### src/logic/xbus_build_id.svh
// Build identifier
`ifndef XBUS_BUILD_ID_SVH
`define XBUS_BUILD_ID_SVH
// Bumped per release of the I/O block
`define BUILD_ID 16'h0104
`endif

### src/logic/xbus_io_pkg.sv
// Extended bus I/O block definitions

package xbus_io_pkg;

   //////////////////////////////////////////////////////////////////////
   // Address windows

   // 64-word I/O window
   parameter logic [21:0] io_window_base    = 22'o17772000;
   // Network sub-window, never decoded here
   parameter logic [21:0] chaos_window_base = 22'o17772060;

   // Register addresses
   parameter logic [21:0] reg_build_id = 22'o17772037;
   parameter logic [21:0] reg_kbd_lo   = 22'o17772040;
   parameter logic [21:0] reg_kbd_hi   = 22'o17772041;
   parameter logic [21:0] reg_mouse_y  = 22'o17772042;
   parameter logic [21:0] reg_mouse_x  = 22'o17772043;
   parameter logic [21:0] reg_csr      = 22'o17772045;
   parameter logic [21:0] reg_us_lo    = 22'o17772050;
   parameter logic [21:0] reg_us_hi    = 22'o17772051;
   parameter logic [21:0] reg_hz60     = 22'o17772052;

   //////////////////////////////////////////////////////////////////////
   // Interrupts and control

   parameter logic [7:0] vec_kbd_mouse = 8'o260;
   parameter logic [7:0] vec_clock     = 8'o274;

   // Interrupt enables in the control field
   parameter int csr_mouse_ie = 1;
   parameter int csr_clock_ie = 3;

   // Pending flag positions
   parameter int rdy_mouse = 0;
   parameter int rdy_kbd   = 1;
   parameter int rdy_clock = 2;

   // Key scan framing
   parameter logic [4:0] key_marker = 5'b11111;
   parameter logic [2:0] key_source = 3'b001;

   // Keyboard scan word, built as fields, read back as halves
   typedef union packed {
      struct packed {
         logic [7:0]  pad;
         logic [4:0]  marker;
         logic [2:0]  source;
         logic [15:0] key;
      } fields;
      struct packed {
         logic [15:0] hi;
         logic [15:0] lo;
      } halves;
   } key_scan_t;

endpackage

### src/logic/xbus_req_if.sv
// Decoded bus access

`timescale 1ns/1ps
`default_nettype none

interface xbus_req_if;

   // Access qualified by the window decode
   logic        sel;
   // High for a write, low for a read
   logic        write;
   // Word address as seen on the bus
   logic [21:0] addr;
   // Write data from the master
   logic [31:0] wdata;

   // Address decoder side
   modport decoder (
      output sel, write, addr, wdata
   );

   // Register file side
   modport regs (
      input sel, write, addr, wdata
   );

endinterface

`default_nettype wire

### src/logic/xbus_io_decode.sv
// I/O window decode and ack

`timescale 1ns/1ps
`default_nettype none

module xbus_io_decode (
   input  logic        clk,
   input  logic        reset,
   input  logic        req,
   input  logic        write,
   input  logic [21:0] addr,
   input  logic [31:0] datain,
   output logic        decode,
   output logic        ack,
   xbus_req_if.decoder bus
);

   logic       in_window;
   logic       in_chaos;
   logic [1:0] ack_pipe;

   //////////////////////////////////////////////////////////////////////
   // Address match

   // Upper 16 bits pick the 64-word window
   assign in_window = addr[21:6] == xbus_io_pkg::io_window_base[21:6];
   // Upper 19 bits pick the 8-word network window
   assign in_chaos  = addr[21:3] == xbus_io_pkg::chaos_window_base[21:3];

   // Combinational, follows req directly
   assign decode = req & in_window & ~in_chaos;

   // Qualified access toward the register file
   assign bus.sel   = decode;
   assign bus.write = write;
   assign bus.addr  = addr;
   assign bus.wdata = datain;

   //////////////////////////////////////////////////////////////////////
   // Ack delay

   // Two-stage shift of decode
   always_ff @(posedge clk) begin
      if (reset) begin
         ack_pipe <= 2'b00;
      end else begin
         ack_pipe[0] <= decode;
         ack_pipe[1] <= ack_pipe[0];
      end
   end

   // Drops two edges after decode drops
   assign ack = ack_pipe[1];

endmodule

`default_nettype wire

### src/logic/io_timers.sv
// Microsecond and 60 Hz timers

`timescale 1ns/1ps
`default_nettype none

module io_timers #(
   parameter int clks_per_us = 50,
   parameter int us_per_hz60 = 16667
) (
   input  logic        clk,
   input  logic        reset,
   input  logic        hz60_enable,
   output logic [31:0] us_count,
   output logic [31:0] hz60_count,
   output logic        hz60_fire
);

   // Divider widths, at least one bit each
   localparam int pre_w = $clog2(clks_per_us + 1);
   localparam int div_w = $clog2(us_per_hz60 + 1);

   logic [pre_w-1:0] pre_count;
   logic [div_w-1:0] div_count;
   logic             us_tick;
   logic             hz60_tick;

   //////////////////////////////////////////////////////////////////////
   // Microsecond prescaler

   // Last clock of each microsecond
   assign us_tick = pre_count == pre_w'(clks_per_us - 1);

   always_ff @(posedge clk) begin
      if (reset) begin
         pre_count <= '0;
         us_count  <= '0;
      end else if (us_tick) begin
         pre_count <= '0;
         us_count  <= us_count + 32'd1;
      end else begin
         pre_count <= pre_count + 1'b1;
      end
   end

   //////////////////////////////////////////////////////////////////////
   // 60 Hz divider

   // Last microsecond of each 60 Hz period
   assign hz60_tick = hz60_enable & us_tick & (div_count == div_w'(us_per_hz60 - 1));

   always_ff @(posedge clk) begin
      if (reset) begin
         div_count  <= '0;
         hz60_count <= '0;
         hz60_fire  <= 1'b0;
      end else begin
         // Fire marks the cycle the count moves
         hz60_fire <= hz60_tick;
         if (hz60_tick) begin
            div_count  <= '0;
            hz60_count <= hz60_count + 32'd1;
         end else if (hz60_enable && us_tick) begin
            div_count <= div_count + 1'b1;
         end
      end
   end

endmodule

`default_nettype wire

### src/logic/io_input_latch.sv
// Keyboard and mouse capture

`timescale 1ns/1ps
`default_nettype none

module io_input_latch (
   input  logic                  clk,
   input  logic                  reset,
   input  logic                  kb_ready,
   input  logic [15:0]           kb_data,
   input  logic                  ms_ready,
   input  logic [11:0]           ms_x,
   input  logic [11:0]           ms_y,
   input  logic [2:0]            ms_button,
   output xbus_io_pkg::key_scan_t key_scan,
   output logic [11:0]           mouse_x,
   output logic [11:0]           mouse_y,
   output logic [2:0]            mouse_buttons
);

   //////////////////////////////////////////////////////////////////////
   // Keyboard

   // Key data framed by marker and source code
   always_ff @(posedge clk) begin
      if (reset) begin
         key_scan <= '0;
      end else if (kb_ready) begin
         key_scan.fields.pad    <= 8'h00;
         key_scan.fields.marker <= xbus_io_pkg::key_marker;
         key_scan.fields.source <= xbus_io_pkg::key_source;
         key_scan.fields.key    <= kb_data;
      end
   end

   //////////////////////////////////////////////////////////////////////
   // Mouse

   // Buttons kept as head, middle, tail
   always_ff @(posedge clk) begin
      if (reset) begin
         mouse_x       <= '0;
         mouse_y       <= '0;
         mouse_buttons <= '0;
      end else if (ms_ready) begin
         mouse_x       <= ms_x;
         mouse_y       <= ms_y;
         mouse_buttons <= ms_button;
      end
   end

endmodule

`default_nettype wire

### src/logic/io_regs.sv
// I/O register file and interrupts

`timescale 1ns/1ps
`default_nettype none

`include "xbus_build_id.svh"

module io_regs (
   input  logic                  clk,
   input  logic                  reset,
   xbus_req_if.regs              bus,
   input  xbus_io_pkg::key_scan_t key_scan,
   input  logic [11:0]           mouse_x,
   input  logic [11:0]           mouse_y,
   input  logic [2:0]            mouse_buttons,
   input  logic [31:0]           us_count,
   input  logic [31:0]           hz60_count,
   input  logic                  hz60_fire,
   input  logic                  kb_ready,
   input  logic                  ms_ready,
   output logic [31:0]           dataout,
   output logic                  hz60_enable,
   output logic                  interrupt,
   output logic [7:0]            vector
);

   logic [3:0]  ctrl;
   logic [2:0]  flags;
   logic [2:0]  set_flags;
   logic [2:0]  clr_flags;
   logic        rd_sel;
   logic        wr_sel;
   logic [31:0] rd_word;
   logic        kb_int;
   logic        ms_int;
   logic        clk_int;

   assign rd_sel = bus.sel & ~bus.write;
   assign wr_sel = bus.sel & bus.write;

   //////////////////////////////////////////////////////////////////////
   // Control field and pending flags

   // Strobes set, reads clear
   always_comb begin
      set_flags = '0;
      clr_flags = '0;
      set_flags[xbus_io_pkg::rdy_mouse] = ms_ready;
      set_flags[xbus_io_pkg::rdy_kbd]   = kb_ready;
      set_flags[xbus_io_pkg::rdy_clock] = hz60_fire;
      // Either keyboard half acknowledges
      clr_flags[xbus_io_pkg::rdy_kbd]   = rd_sel &
         ((bus.addr == xbus_io_pkg::reg_kbd_lo) | (bus.addr == xbus_io_pkg::reg_kbd_hi));
      // Only the y word acknowledges the mouse
      clr_flags[xbus_io_pkg::rdy_mouse] = rd_sel & (bus.addr == xbus_io_pkg::reg_mouse_y);
      clr_flags[xbus_io_pkg::rdy_clock] = rd_sel & (bus.addr == xbus_io_pkg::reg_hz60);
   end

   always_ff @(posedge clk) begin
      if (reset) begin
         ctrl        <= 4'h0;
         flags       <= 3'b000;
         hz60_enable <= 1'b0;
      end else begin
         if (wr_sel && bus.addr == xbus_io_pkg::reg_csr) begin
            ctrl <= bus.wdata[3:0];
         end
         // Set wins over a same-cycle clear, even mid-access
         flags <= set_flags | (flags & ~clr_flags);
         // First 60 Hz read starts the tick counter for good
         if (clr_flags[xbus_io_pkg::rdy_clock]) begin
            hz60_enable <= 1'b1;
         end
      end
   end

   //////////////////////////////////////////////////////////////////////
   // Read mux

   always_comb begin
      rd_word = 32'h0;
      case (bus.addr)
         xbus_io_pkg::reg_build_id: rd_word = {16'h0, `BUILD_ID};
         xbus_io_pkg::reg_kbd_lo:   rd_word = {16'h0, key_scan.halves.lo};
         xbus_io_pkg::reg_kbd_hi:   rd_word = {16'h0, key_scan.halves.hi};
         // Head, middle, tail above y
         xbus_io_pkg::reg_mouse_y:  rd_word = {17'h0, mouse_buttons, mouse_y};
         // Raw quadrature bits not wired, read as zero
         xbus_io_pkg::reg_mouse_x:  rd_word = {16'h0, 4'h0, mouse_x};
         xbus_io_pkg::reg_csr:      rd_word = {25'h0, flags, ctrl};
         xbus_io_pkg::reg_us_lo:    rd_word = {16'h0, us_count[15:0]};
         xbus_io_pkg::reg_us_hi:    rd_word = {16'h0, us_count[31:16]};
         xbus_io_pkg::reg_hz60:     rd_word = hz60_count;
         default:                   rd_word = 32'h0;
      endcase
   end

   // Zero outside reads
   always_ff @(posedge clk) begin
      if (reset) begin
         dataout <= 32'h0;
      end else if (rd_sel) begin
         dataout <= rd_word;
      end else begin
         dataout <= 32'h0;
      end
   end

   //////////////////////////////////////////////////////////////////////
   // Interrupt and vector

   // Keyboard has no mask
   assign kb_int  = flags[xbus_io_pkg::rdy_kbd];
   assign ms_int  = flags[xbus_io_pkg::rdy_mouse] & ctrl[xbus_io_pkg::csr_mouse_ie];
   assign clk_int = flags[xbus_io_pkg::rdy_clock] & ctrl[xbus_io_pkg::csr_clock_ie];

   assign interrupt = kb_int | ms_int | clk_int;

   // Keyboard and mouse share a vector, ahead of the clock
   assign vector = (kb_int | ms_int) ? xbus_io_pkg::vec_kbd_mouse :
                   clk_int           ? xbus_io_pkg::vec_clock     :
                                       8'h00;

endmodule

`default_nettype wire

### src/logic/xbus_io.sv
// Extended bus I/O block

`timescale 1ns/1ps
`default_nettype none

module xbus_io #(
   parameter int clks_per_us = 50,
   parameter int us_per_hz60 = 16667
) (
   input  logic        clk,
   input  logic        reset,
   input  logic [21:0] addr,
   input  logic [31:0] datain,
   input  logic        req,
   input  logic        write,
   input  logic        ms_ready,
   input  logic [11:0] ms_x,
   input  logic [11:0] ms_y,
   input  logic [2:0]  ms_button,
   input  logic        kb_ready,
   input  logic [15:0] kb_data,
   output logic [31:0] dataout,
   output logic        ack,
   output logic        decode,
   output logic        interrupt,
   output logic [7:0]  vector
);

   // Captured device words
   xbus_io_pkg::key_scan_t key_scan;
   logic [11:0]            mouse_x;
   logic [11:0]            mouse_y;
   logic [2:0]             mouse_buttons;

   // Timer state
   logic [31:0] us_count;
   logic [31:0] hz60_count;
   logic        hz60_fire;
   logic        hz60_enable;

   //////////////////////////////////////////////////////////////////////
   // Input side

   xbus_req_if u_req ();

   xbus_io_decode u_decode (
      .clk    (clk),
      .reset  (reset),
      .req    (req),
      .write  (write),
      .addr   (addr),
      .datain (datain),
      .decode (decode),
      .ack    (ack),
      .bus    (u_req.decoder)
   );

   io_timers #(
      .clks_per_us (clks_per_us),
      .us_per_hz60 (us_per_hz60)
   ) u_timers (
      .clk         (clk),
      .reset       (reset),
      .hz60_enable (hz60_enable),
      .us_count    (us_count),
      .hz60_count  (hz60_count),
      .hz60_fire   (hz60_fire)
   );

   io_input_latch u_latch (
      .clk           (clk),
      .reset         (reset),
      .kb_ready      (kb_ready),
      .kb_data       (kb_data),
      .ms_ready      (ms_ready),
      .ms_x          (ms_x),
      .ms_y          (ms_y),
      .ms_button     (ms_button),
      .key_scan      (key_scan),
      .mouse_x       (mouse_x),
      .mouse_y       (mouse_y),
      .mouse_buttons (mouse_buttons)
   );

   //////////////////////////////////////////////////////////////////////
   // Registers, flags and interrupt output

   io_regs u_regs (
      .clk           (clk),
      .reset         (reset),
      .bus           (u_req.regs),
      .key_scan      (key_scan),
      .mouse_x       (mouse_x),
      .mouse_y       (mouse_y),
      .mouse_buttons (mouse_buttons),
      .us_count      (us_count),
      .hz60_count    (hz60_count),
      .hz60_fire     (hz60_fire),
      .kb_ready      (kb_ready),
      .ms_ready      (ms_ready),
      .dataout       (dataout),
      .hz60_enable   (hz60_enable),
      .interrupt     (interrupt),
      .vector        (vector)
   );

endmodule

`default_nettype wire

### config.mk
export PLATFORM = sky130hd
export DESIGN_NAME = xbus_io
export DESIGN_NICKNAME = d
export VERILOG_FILES = /design/src/logic/xbus_io_pkg.sv /design/src/logic/xbus_req_if.sv /design/src/logic/xbus_io_decode.sv /design/src/logic/io_timers.sv /design/src/logic/io_input_latch.sv /design/src/logic/io_regs.sv /design/src/logic/xbus_io.sv
export VERILOG_INCLUDE_DIRS = /design/src /design/src/logic
export SDC_FILE = /design/constraint.sdc
export NUM_CORES = 1
export LEC_CHECK = 0
export ABC_AREA = 1
export BUFFER_PORTS_ARGS = -buffer_cell sky130_fd_sc_hd__buf_2
export CAP_MARGIN = 40
export CORE_MARGIN = 2
export CORE_UTILIZATION = 55
export CTS_CLUSTER_DIAMETER = 60
export DETAILED_ROUTE_END_ITERATION = 6
export PLACE_DENSITY = 0.88
export REMOVE_ABC_BUFFERS = 1
export SLEW_MARGIN = 20
export SYNTH_ARGS = -nofsm -noshare
export SYNTH_HDL_FRONTEND = slang
export SYNTH_SLANG_ARGS = --single-unit
### constraint.sdc
create_clock -name clk -period 2.3 [get_ports clk]
set_input_delay 0.345 -clock clk [delete_from_list [all_inputs] [get_ports clk]]
set_output_delay 0.345 -clock clk [all_outputs]
set_load 0.01 [all_outputs]
==> results of run 1 <==
## critical path: stages (launching register included)
cell,delay (ns)
dfxtp_1,0.38
ha_1,0.21
nand4_4,0.21
nor2_2,0.18
inv_2,0.09
nor2_1,0.16
inv_1,0.07
nand2_1,0.43
a21oi_1,0.09
o21a_1,0.13
## power breakdown
group	total [mW]	internal, mW	switching, mW
logic	0.295	0.108	0.187
registers	3.07	3.04	0.0318
clock network	2.88	1.63	1.24
total	6.24	4.78	1.46
## state kept, by name, indices dropped and copies added (netlist names)
register / cells
u_decode.ack_pipe: 2
u_latch.key_scan: 17
u_latch.mouse_buttons: 3
u_latch.mouse_x: 12
u_latch.mouse_y: 12
u_regs.ctrl: 4
u_regs.dataout: 32
u_regs.flags: 3
u_regs.hz60_enable: 1
u_timers.div_count: 15
u_timers.hz60_count: 32
u_timers.hz60_fire: 1
u_timers.pre_count: 6
u_timers.us_count: 32
## cells by family after synthesis
| group | share of synthesized area [%] |
|---|---|
| xor+xnor | 3.69 |
| flops | 39.2 |
| buf+inv | 8.24 |
| other cells | 0.0427 |
| simple gates | 39.6 |
| fa+ha+maj | 0.856 |
| compound gates | 8.30 |
## worst max path at each step
stage / start / to / slack, ns / cells past startpoint
after CTS: u_timers.pre_count[0] / u_timers.hz60_count[1] / 0.23 / 8
final: u_timers.pre_count[0] / u_timers.div_count[4] / 0.25 / 9
after floorplan: u_timers.pre_count[0] / u_timers.div_count[4] / -1.22 / 9
after global placement: u_timers.pre_count[0] / u_timers.div_count[4] / 0.28 / 9
after global routing: u_timers.pre_count[0] / u_timers.hz60_count[1] / 0.05 / 8
after detailed placement: u_timers.pre_count[0] / u_timers.div_count[4] / 0.26 / 9
## cells in the mapped netlist, types with 6 or more instances
library cell  number
nand4_1           66
buf_4             13
nand3b_1           7
nand3_1           72
inv_1            106
nor2_1           242
nor3b_1            8
clkbuf_1          26
dfxtp_1          172
a21oi_1           69
o21ai_0           67
xor2_1            30
nand2_1          308
xnor2_1            7
nor2_2            23
buf_2             12
ha_1               6
nor3_1            35
## metal layers
metal	global-route usage [%]	vias to the layer above	part of all wire (%)
met5	0	-	0
met4	7.53	0	1.8
met3	6.15	62	9.1
met2	45.7	449	46
met1	38.6	4142	43
li1	-	4425	-
## layout make-up
type	instances	area (sq um)
clock inverters	14	143
flip-flops and latches	172	3440
multi-input cells	971	4610
repair buffers	135	736
fillers	1382	5630
well taps	216	270
clock buffers	18	439
inverters	115	434
## stage by stage
step                      setup TNS (ns)  std cells  power [mW]
after floorplan                   -41.71       1258        3.26
after global placement                 0       1608        3.41
after detailed placement               0       1608        3.42
after CTS                              0       1640        6.24
after global routing                   0       1641        6.42
final                                  0       1641        6.24
==> summary.txt, run 1 <==
STA
  – Slew headroom: 62.1%
  – Max-slew violations: 0
  – RSZ-0062 raised after global routing: no
  – Final setup fails: 0
  – Fmax: 489 MHz
  – Worst-Margin Slew: 0.567 ns
  – Final WS setup: 0.254 ns
  – Final hold violation count: 0
  – Clk_skew: 0.00880 ns
  – Min cycle time layout: 2.05 ns
  – Worst hold slack: 0.126 ns
  – Final period util: 89.0%

Critical path
  – Arrival time worst endpoint: 2.39 ns
  – Worst setup path class: flop to flop
  – R2R Path End: u_timers.div_count[4]
  – Worst setup SP type: flop
  – Reg2reg path depth: 9
  – CP endpoint kind: flop
  – RR Startpoint: u_timers.pre_count[0]
  – R2R setup slack: 0.25 ns
  – CP max FO: 17
  – Crit path required time: 2.64 ns

Clock network
  – Skew-Pair Late Insertion Delay: 0.44 ns
  – Clk root buf: clkbuf_16
  – Post-CTS Setup Inserts: 0
  – H-tree depth: 4
  – CTS Buf Count: 17
  – CTS clock-pin slew for the worst setup and hold paths: 0.07 ns
  – TritonCTS clock tree: built
  – Clock Path Buffers: 2
  – CTS sink cnt: 172
  – # hold bufs at CTS: 0
  – Cts repair resizes: 0

Detailed routing
  – Drt via density: 5.53
  – DR WL/cell: 14.5 microns
  – Detail Route Antenna Nets: 0
  – DR vias: 9078
  – Wirelength, routed: 23.8 mm
  – # DRC: 0
  – Initial DRC Count: 939
  – Drt first pass iters: 7

Global route
  – Vias in the first global route: 7918
  – GRT Total Usage: 28.3%
  – Antenna violations before repair: 0
  – Congestion Overflow GR: 0
  – Pin count of the biggest net entering global routing: 46
  – First-pass GRT wire length: 38.1 mm

Placed design
  – Placed wire-length estimate: 17.3 mm
  – RePlAce Congestion: 0.980
  – Number of I/O port buffers: 114
  – Placed instance area: 0.00948 sq mm
  – Worst slack, placed: 0.263 ns

Hold path
  – Hold Path End: u_regs.ctrl[0]
  – WHS Path Cells: 3
  – Hold Crit Class: input pin to flop
  – Hold Path Origin: datain[0]

Final layout
  – Commonest non-fill, non-tap cell in the layout: nand2_1
  – Final Util: 64.2%
  – Most frequent cells in the layout: nand2_1 (308), nor2_1 (242), dfxtp_1 (172)
  – Nets@finish: 1521
  – Layout cells sized above 1: 14.9%
  – Diodes inserted: 0
  – Synth-to-layout area growth: 14.9%
  – Post-layout instance area: 0.0101 sq mm

Floorplan
  – Top Ports: 146
  – Row cnt: 46
  – Die height: 130 microns
  – Die W: 130 microns
  – CORE AREA: 0.0157 sq mm
  – Area of the die: 0.0170 sq mm
  – Initial Util: 55.8%

Synthesis
  – Register area share after synthesis: 39.2%
  – EDFF count, synth: 0
  – Synthesized area: 0.00877 sq mm
  – Warnings from Yosys: 0
  – Most used DFF post-synth: dfxtp_1
  – Synth top area cells: dfxtp_1 (39%), nand2_1 (13%), nor2_1 (10%)
  – Synthesis-stage register bit count: 172
  – Syn avg cell area: 6.69 sq um
  – Unique masters post-synth: 37
  – Largest area contributor in the netlist: dfxtp_1
  – Yosys top cell area share: 39.2%
  – Asr flop ratio synth: 0%
  – Cells after synthesis: 1312

Power and ir drop
  – Power Dens Cells: 619 mW/mm^2
  – Highest ir drop seen on vdd: 0.000555 V
  – Leak pwr: 4.05 nW

Run
  – Max-Cap Viols: 0

Run status
  – Run status: finished, final reports clean
Note: power is estimated with default switching activity, not from simulation.
==> run 2, diff against run 1 <==
--- a/config.mk
+++ b/config.mk
@@ -13,7 +13,7 @@
 export CORE_UTILIZATION = 55
 export CTS_CLUSTER_DIAMETER = 60
 export DETAILED_ROUTE_END_ITERATION = 6
-export PLACE_DENSITY = 0.88
+export PLACE_DENSITY_LB_ADDON = 0.25
 export REMOVE_ABC_BUFFERS = 1
 export SLEW_MARGIN = 20
 export SYNTH_ARGS = -nofsm -noshare
==> constraint.sdc (replaced) <==
create_clock -name clk -period 2.4 [get_ports clk]
set_input_delay 0.36 -clock clk [delete_from_list [all_inputs] [get_ports clk]]
set_output_delay 0.36 -clock clk [all_outputs]
set_load 0.01 [all_outputs]
==> run 2 against run 1 <==
Sequential cell count stayed put. Clock power is 6% lower. Die area stayed put. Routed wire length is 0.23% higher. Sequential power is 4% lower. Worst hold slack better by 0.012 ns. Critical endpoint unchanged. Highest routed layer unchanged.
==> summary.txt, run 2 (synthesis gave the netlist of run 1 again) <==
Critical path
  – Worst setup path class: flop to flop
  – Crit path from: u_timers.pre_count[0]
  – Arrival time worst endpoint: 2.47 ns
  – Crit path required time: 2.74 ns
  – CP max FO: 17
  – Worst setup SP type: flop
  – CP endpoint kind: flop
  – RR Startpoint: u_timers.pre_count[0]

Clock network
  – Post-CTS Setup Inserts: 0
  – CTS clock-pin slew for the worst setup and hold paths: 0.07 ns
  – Clock Path Buffers: 2
  – Skew-Pair Late Insertion Delay: 0.45 ns
  – Cts repair resizes: 0
  – CTS Buf Count: 17
  – # hold bufs at CTS: 0
  – Clk root buf: clkbuf_16
  – CTS sink cnt: 172
  – TritonCTS clock tree: built
  – H-tree depth: 4

Detailed routing
  – Wirelength, routed: 23.9 mm
  – Initial DRC Count: 733
  – Drt via density: 5.36
  – DR vias: 8793
  – # DRC: 0
  – DR WL/cell: 14.6 microns
  – Detail Route Antenna Nets: 0
  – Drt first pass iters: 5

Power and ir drop
  – Cell Int Power: 4.49 mW
  – P_sw: 1.45 mW
  – Leak pwr: 4.02 nW
  – Switch share: 24.4%
  – Highest ir drop seen on vdd: 0.000516 V
  – Clock share of power: 45.7%
  – Comb pwr share: 4.7%
  – Reg power frac: 49.5%
  – Power Dens Cells: 590 mW/mm^2

Placed design
  – Number of I/O port buffers: 114
  – Placed wire-length estimate: 17.4 mm
  – RePlAce Congestion: 0.956
  – Placed instance area: 0.00950 sq mm
  – Placed Cells: 1608
  – Worst slack, placed: 0.250 ns

Final layout
  – Reg area: 0.00344 sq mm
  – Post-layout instance area: 0.0101 sq mm
  – Synth-to-layout area growth: 14.8%
  – Layout fillers: 1488
  – Nets@finish: 1520
  – Area of the multi-input gates: 0.00461 sq mm
  – Non-Filler Instances: 1640
  – Layout cells sized above 1: 14.8%
  – Top Registers: u_regs.dataout: 32 flops, u_timers.hz60_count: 32 flops, u_timers.us_count: 32 flops
  – Commonest non-fill, non-tap cell in the layout: nand2_1
  – Diodes inserted: 0
  – Most frequent cells in the layout: nand2_1 (308), nor2_1 (242), dfxtp_1 (172)

Global route
  – Pin count of the biggest net entering global routing: 69
  – GR Layer Usage met1: 40.8%
  – GRT busiest layer: met2
  – Antenna violations before repair: 0
  – First-pass GRT wire length: 37.9 mm
  – Congestion Overflow GR: 0
  – GR Util met2: 43.6%
  – Vias in the first global route: 7614
  – GRT met3 Usage: 5.54%
  – GRT Total Usage: 28.5%

Run
  – Max-Cap Viols: 0

Floorplan
  – Initial Util: 55.8%
  – Area of the die: 0.0170 sq mm
  – Die W: 130 microns
  – Row cnt: 46
  – Top Ports: 146
  – Die height: 130 microns
  – CORE AREA: 0.0157 sq mm

STA
  – Clk_skew: 0.0119 ns
  – Min cycle time layout: 2.13 ns
  – Max-slew violations: 0
  – RSZ-0062 raised after global routing: no
  – Final setup fails: 0
  – Final period util: 88.8%
  – Final WS setup: 0.268 ns
  – Slew headroom: 53.6%
  – Fmax: 469 MHz
  – Final hold violation count: 0
  – Worst-Margin Slew: 0.689 ns

Hold path
  – Hold Path Origin: ms_x[5]
  – Hold Crit Class: input pin to flop

Run status
  – Run status: finished, final reports clean
==> run 2: final cells by class <==
class	count	share of cell area, %
multi-input combinational	971	45.8
sequential	172	34.2
clock inverter	14	1.34
timing repair buffer	134	7.28
clock buffer	18	4.36
inverter	115	4.31
tap	216	2.68
==> run 2: per-stage QoR <==
stage | setup TNS, ns | hold WS [ns] | utilization (%) | total power [mW]
3_3_place_gp | 0 | 0.414 | 60.4 | 3.28
6_report | 0 | 0.137 | 64.1 | 5.94
2_1_floorplan | -37.21 | 0.388 | - | 3.13
3_5_place_dp | 0 | 0.406 | 60.4 | 3.28
5_1_grt | 0 | 0.142 | 64.1 | 6.12
4_1_cts | 0 | 0.130 | 64.1 | 5.95
==> run 2: final timing paths <==
path | endpoint | slack [ns] | cells after the start
max reg2reg | u_timers.div_count[4] | 0.27 | 9
max | u_timers.div_count[4] | 0.27 | 9
min reg2reg | u_decode.ack_pipe[1] | 0.42 | 2
min | u_latch.mouse_x[5] | 0.14 | 3
==> run 2: layer usage <==
layer / up-vias / routed length (microns) / part of all wire, %
met1: 3981 / 11000 / 46
met4: 0 / 411 / 1.7
li1: 4438 / - / -
met2: 339 / 10800 / 45
met3: 35 / 1670 / 7.0
met5: - / 0 / 0
==> run 2: power by group through the flow <==
stage | clock network (mW) | logic, mW | registers [mW]
after floorplan | 0 | 0.132 | 3.00
after global placement | 0 | 0.272 | 3.00
after detailed placement | 0 | 0.277 | 3.00
after CTS | 2.73 | 0.280 | 2.94
after global routing | 2.86 | 0.314 | 2.95
final | 2.71 | 0.280 | 2.94
==> run 2: worst max-delay path, stage by stage, from the launching register on <==
cell and delay (ns):
dfxtp_1 0.39, ha_1 0.23, nand4_4 0.23, nor2_2 0.21
inv_2 0.10, nor2_1 0.15, inv_1 0.07, nand2_1 0.44
a21oi_1 0.08, o21a_1 0.13
==> run 3, diff against run 2 <==
--- a/config.mk
+++ b/config.mk
@@ -13,7 +13,7 @@
 export CORE_UTILIZATION = 55
 export CTS_CLUSTER_DIAMETER = 60
 export DETAILED_ROUTE_END_ITERATION = 6
-export PLACE_DENSITY_LB_ADDON = 0.25
+export PLACE_DENSITY = 0.8
 export REMOVE_ABC_BUFFERS = 1
 export SLEW_MARGIN = 20
 export SYNTH_ARGS = -nofsm -noshare
==> constraint.sdc (replaced) <==
create_clock -name clk -period 2.4 [get_ports clk]
set_input_delay 0.36 -clock clk [delete_from_list [all_inputs] [get_ports clk]]
set_output_delay 0.36 -clock clk [all_outputs]
set_load 0.02 [all_outputs]
==> run 3 against run 2 <==
Core utilization increased by 0.60 points. Combinational power increased by 4%. Via count increased by 1.1%. Critical path depth decreased by 1. Global-route usage decreased by 0.14 points. Sequential share of layout area decreased by 0.32 points. Sequential power about the same. Cell count about the same. Maximum frequency increased by 2.6%. First-iteration DRC count increased by 20%. Critical endpoint is now u_timers.hz60_count[1]. Highest routed layer unchanged.
==> summary.txt, run 3 (synthesis gave the netlist of run 1 again) <==
STA
  – Max-slew violations: 0
  – Sum Neg Setup Slack: 0 ns
  – Clk_skew: 0.00790 ns
  – Final setup fails: 0
  – Min cycle time layout: 2.08 ns
  – Slew headroom: 61.7%
  – Final period util: 86.6%
  – RSZ-0062 raised after global routing: no
  – Worst-Margin Slew: 0.574 ns
  – Fmax: 481 MHz
  – Final hold violation count: 0

Global route
  – Antenna violations before repair: 0
  – GRT Total Usage: 28.3%
  – Vias in the first global route: 7757
  – First-pass GRT wire length: 37.7 mm
  – Congestion Overflow GR: 0
  – Pin count of the biggest net entering global routing: 54

Floorplan
  – CORE AREA: 0.0157 sq mm
  – Initial Util: 55.8%
  – Row cnt: 46
  – Top Ports: 146
  – Area of the die: 0.0170 sq mm
  – Die W: 130 microns
  – Die height: 130 microns

Run status
  – Run status: finished, final reports clean

Critical path
  – Arrival time worst endpoint: 2.38 ns
  – Sum of buffers and inverters on the critical path: 2
  – Reg2reg path depth: 8
  – Worst setup SP type: flop
  – CP delay by family, top: simple AND/OR/NAND/NOR gates
  – CP max FO: 17
  – Crit path required time: 2.70 ns
  – R2R setup slack: 0.32 ns
  – Crit path cell chain: ha_1, nand4_4, nor2_2, inv_2, nor2_1, inv_1, nand2_1, o21ai_0
  – R2R Path End: u_timers.hz60_count[1]
  – CP endpoint kind: flop
  – Crit path from: u_timers.pre_count[0]
  – Worst setup path class: flop to flop
  – RR Startpoint: u_timers.pre_count[0]
  – Slowest CP cell: nand2_1
  – CP peak stage delay: 0.43 ns

Clock network
  – # hold bufs at CTS: 0
  – Clk root buf: clkbuf_16
  – CTS clock-pin slew for the worst setup and hold paths: 0.07 ns
  – Skew-Pair Late Insertion Delay: 0.44 ns
  – TritonCTS clock tree: built
  – CTS sink cnt: 172
  – Cts repair resizes: 0
  – CTS Buf Count: 17
  – H-tree depth: 4
  – Post-CTS Setup Inserts: 0
  – Clock Path Buffers: 2

Final layout
  – Diodes inserted: 0
  – Layout fillers: 1429
  – Synth-to-layout area growth: 15.8%
  – Commonest non-fill, non-tap cell in the layout: nand2_1
  – Layout cells sized above 1: 14.9%
  – Most frequent cells in the layout: nand2_1 (308), nor2_1 (242), dfxtp_1 (172)
  – Non-Filler Instances: 1641
  – Top Registers: u_regs.dataout: 32 flops, u_timers.hz60_count: 32 flops, u_timers.us_count: 32 flops
  – Nets@finish: 1521

Hold path
  – WHS Path Cells: 3
  – Hold Path Origin: ms_x[7]
  – Hold Path End: u_latch.mouse_x[7]
  – Hold Crit Class: input pin to flop

Detailed routing
  – Drt via density: 5.42
  – Detail Route Antenna Nets: 0
  – Drt first pass iters: 6
  – DR WL/cell: 14.4 microns
  – DR vias: 8890
  – # DRC: 0
  – Wirelength, routed: 23.7 mm
  – Initial DRC Count: 881

Placed design
  – Placed wire-length estimate: 17.1 mm
  – Number of I/O port buffers: 114
  – Placed Cells: 1609
  – RePlAce Congestion: 0.935

Power and ir drop
  – Power Dens Cells: 618 mW/mm^2
  – Leak pwr: 4.08 nW
  – Total Power: 6.28 mW
  – Highest ir drop seen on vdd: 0.000546 V

Run
  – Max-Cap Viols: 0
-- run 3: through the flow --
stage	hold WS [ns]	instance area (sq um)	util, %	setup WS [ns]
2_1_floorplan	0.388	8490	-	-1.12
3_3_place_gp	0.415	9480	60.4	0.316
3_5_place_dp	0.412	9510	60.5	0.279
4_1_cts	0.128	10200	64.7	0.318
5_1_grt	0.143	10200	64.7	0.0746
6_report	0.134	10200	64.7	0.323
-- run 3: layer usage --
| metal | part of all wire [%] | routed length (microns) | global-route usage [%] | vias to the layer above |
|---|---|---|---|---|
| li1 | - | - | - | 4427 |
| met1 | 45 | 10600 | 39.5 | 4017 |
| met2 | 45 | 10600 | 44.1 | 405 |
| met3 | 8.3 | 1960 | 5.62 | 41 |
| met4 | 2.2 | 519 | 9.30 | 0 |
| met5 | 0 | 0 | 0 | - |
-- run 3: area by class of cell --
| class | count | area [sq um] | area share [%] |
|---|---|---|---|
| timing repair buffer | 135 | 748 | 7.36 |
| multi-input combinational | 971 | 4610 | 45.4 |
| clock buffer | 19 | 453 | 4.46 |
| sequential | 172 | 3440 | 33.9 |
| tap | 216 | 270 | 2.66 |
| clock inverter | 13 | 200 | 1.97 |
| inverter | 115 | 434 | 4.27 |
-- run 3: worst max path at each step --
stage / depth (start not counted) / to
detailed placement: 11 / u_regs.dataout[31]
finish: 8 / u_timers.hz60_count[1]
CTS: 8 / u_timers.hz60_count[1]
floorplan: 9 / u_timers.div_count[4]
global placement: 11 / u_regs.dataout[22]
global route: 8 / u_timers.hz60_count[1]
-- run 3: worst register-to-register path: stages (launching register included) --
cell	delay, ns
dfxtp_1	0.38
ha_1	0.21
nand4_4	0.21
nor2_2	0.21
inv_2	0.11
nor2_1	0.14
inv_1	0.07
nand2_1	0.43
o21ai_0	0.18
-- run 3: power by group --
| group | switching [mW] | internal [mW] | leakage, nW |
|---|---|---|---|
| registers | 0.0301 | 2.91 | 1.40 |
| logic | 0.184 | 0.106 | 2.36 |
| clock network | 1.22 | 1.83 | 0.323 |
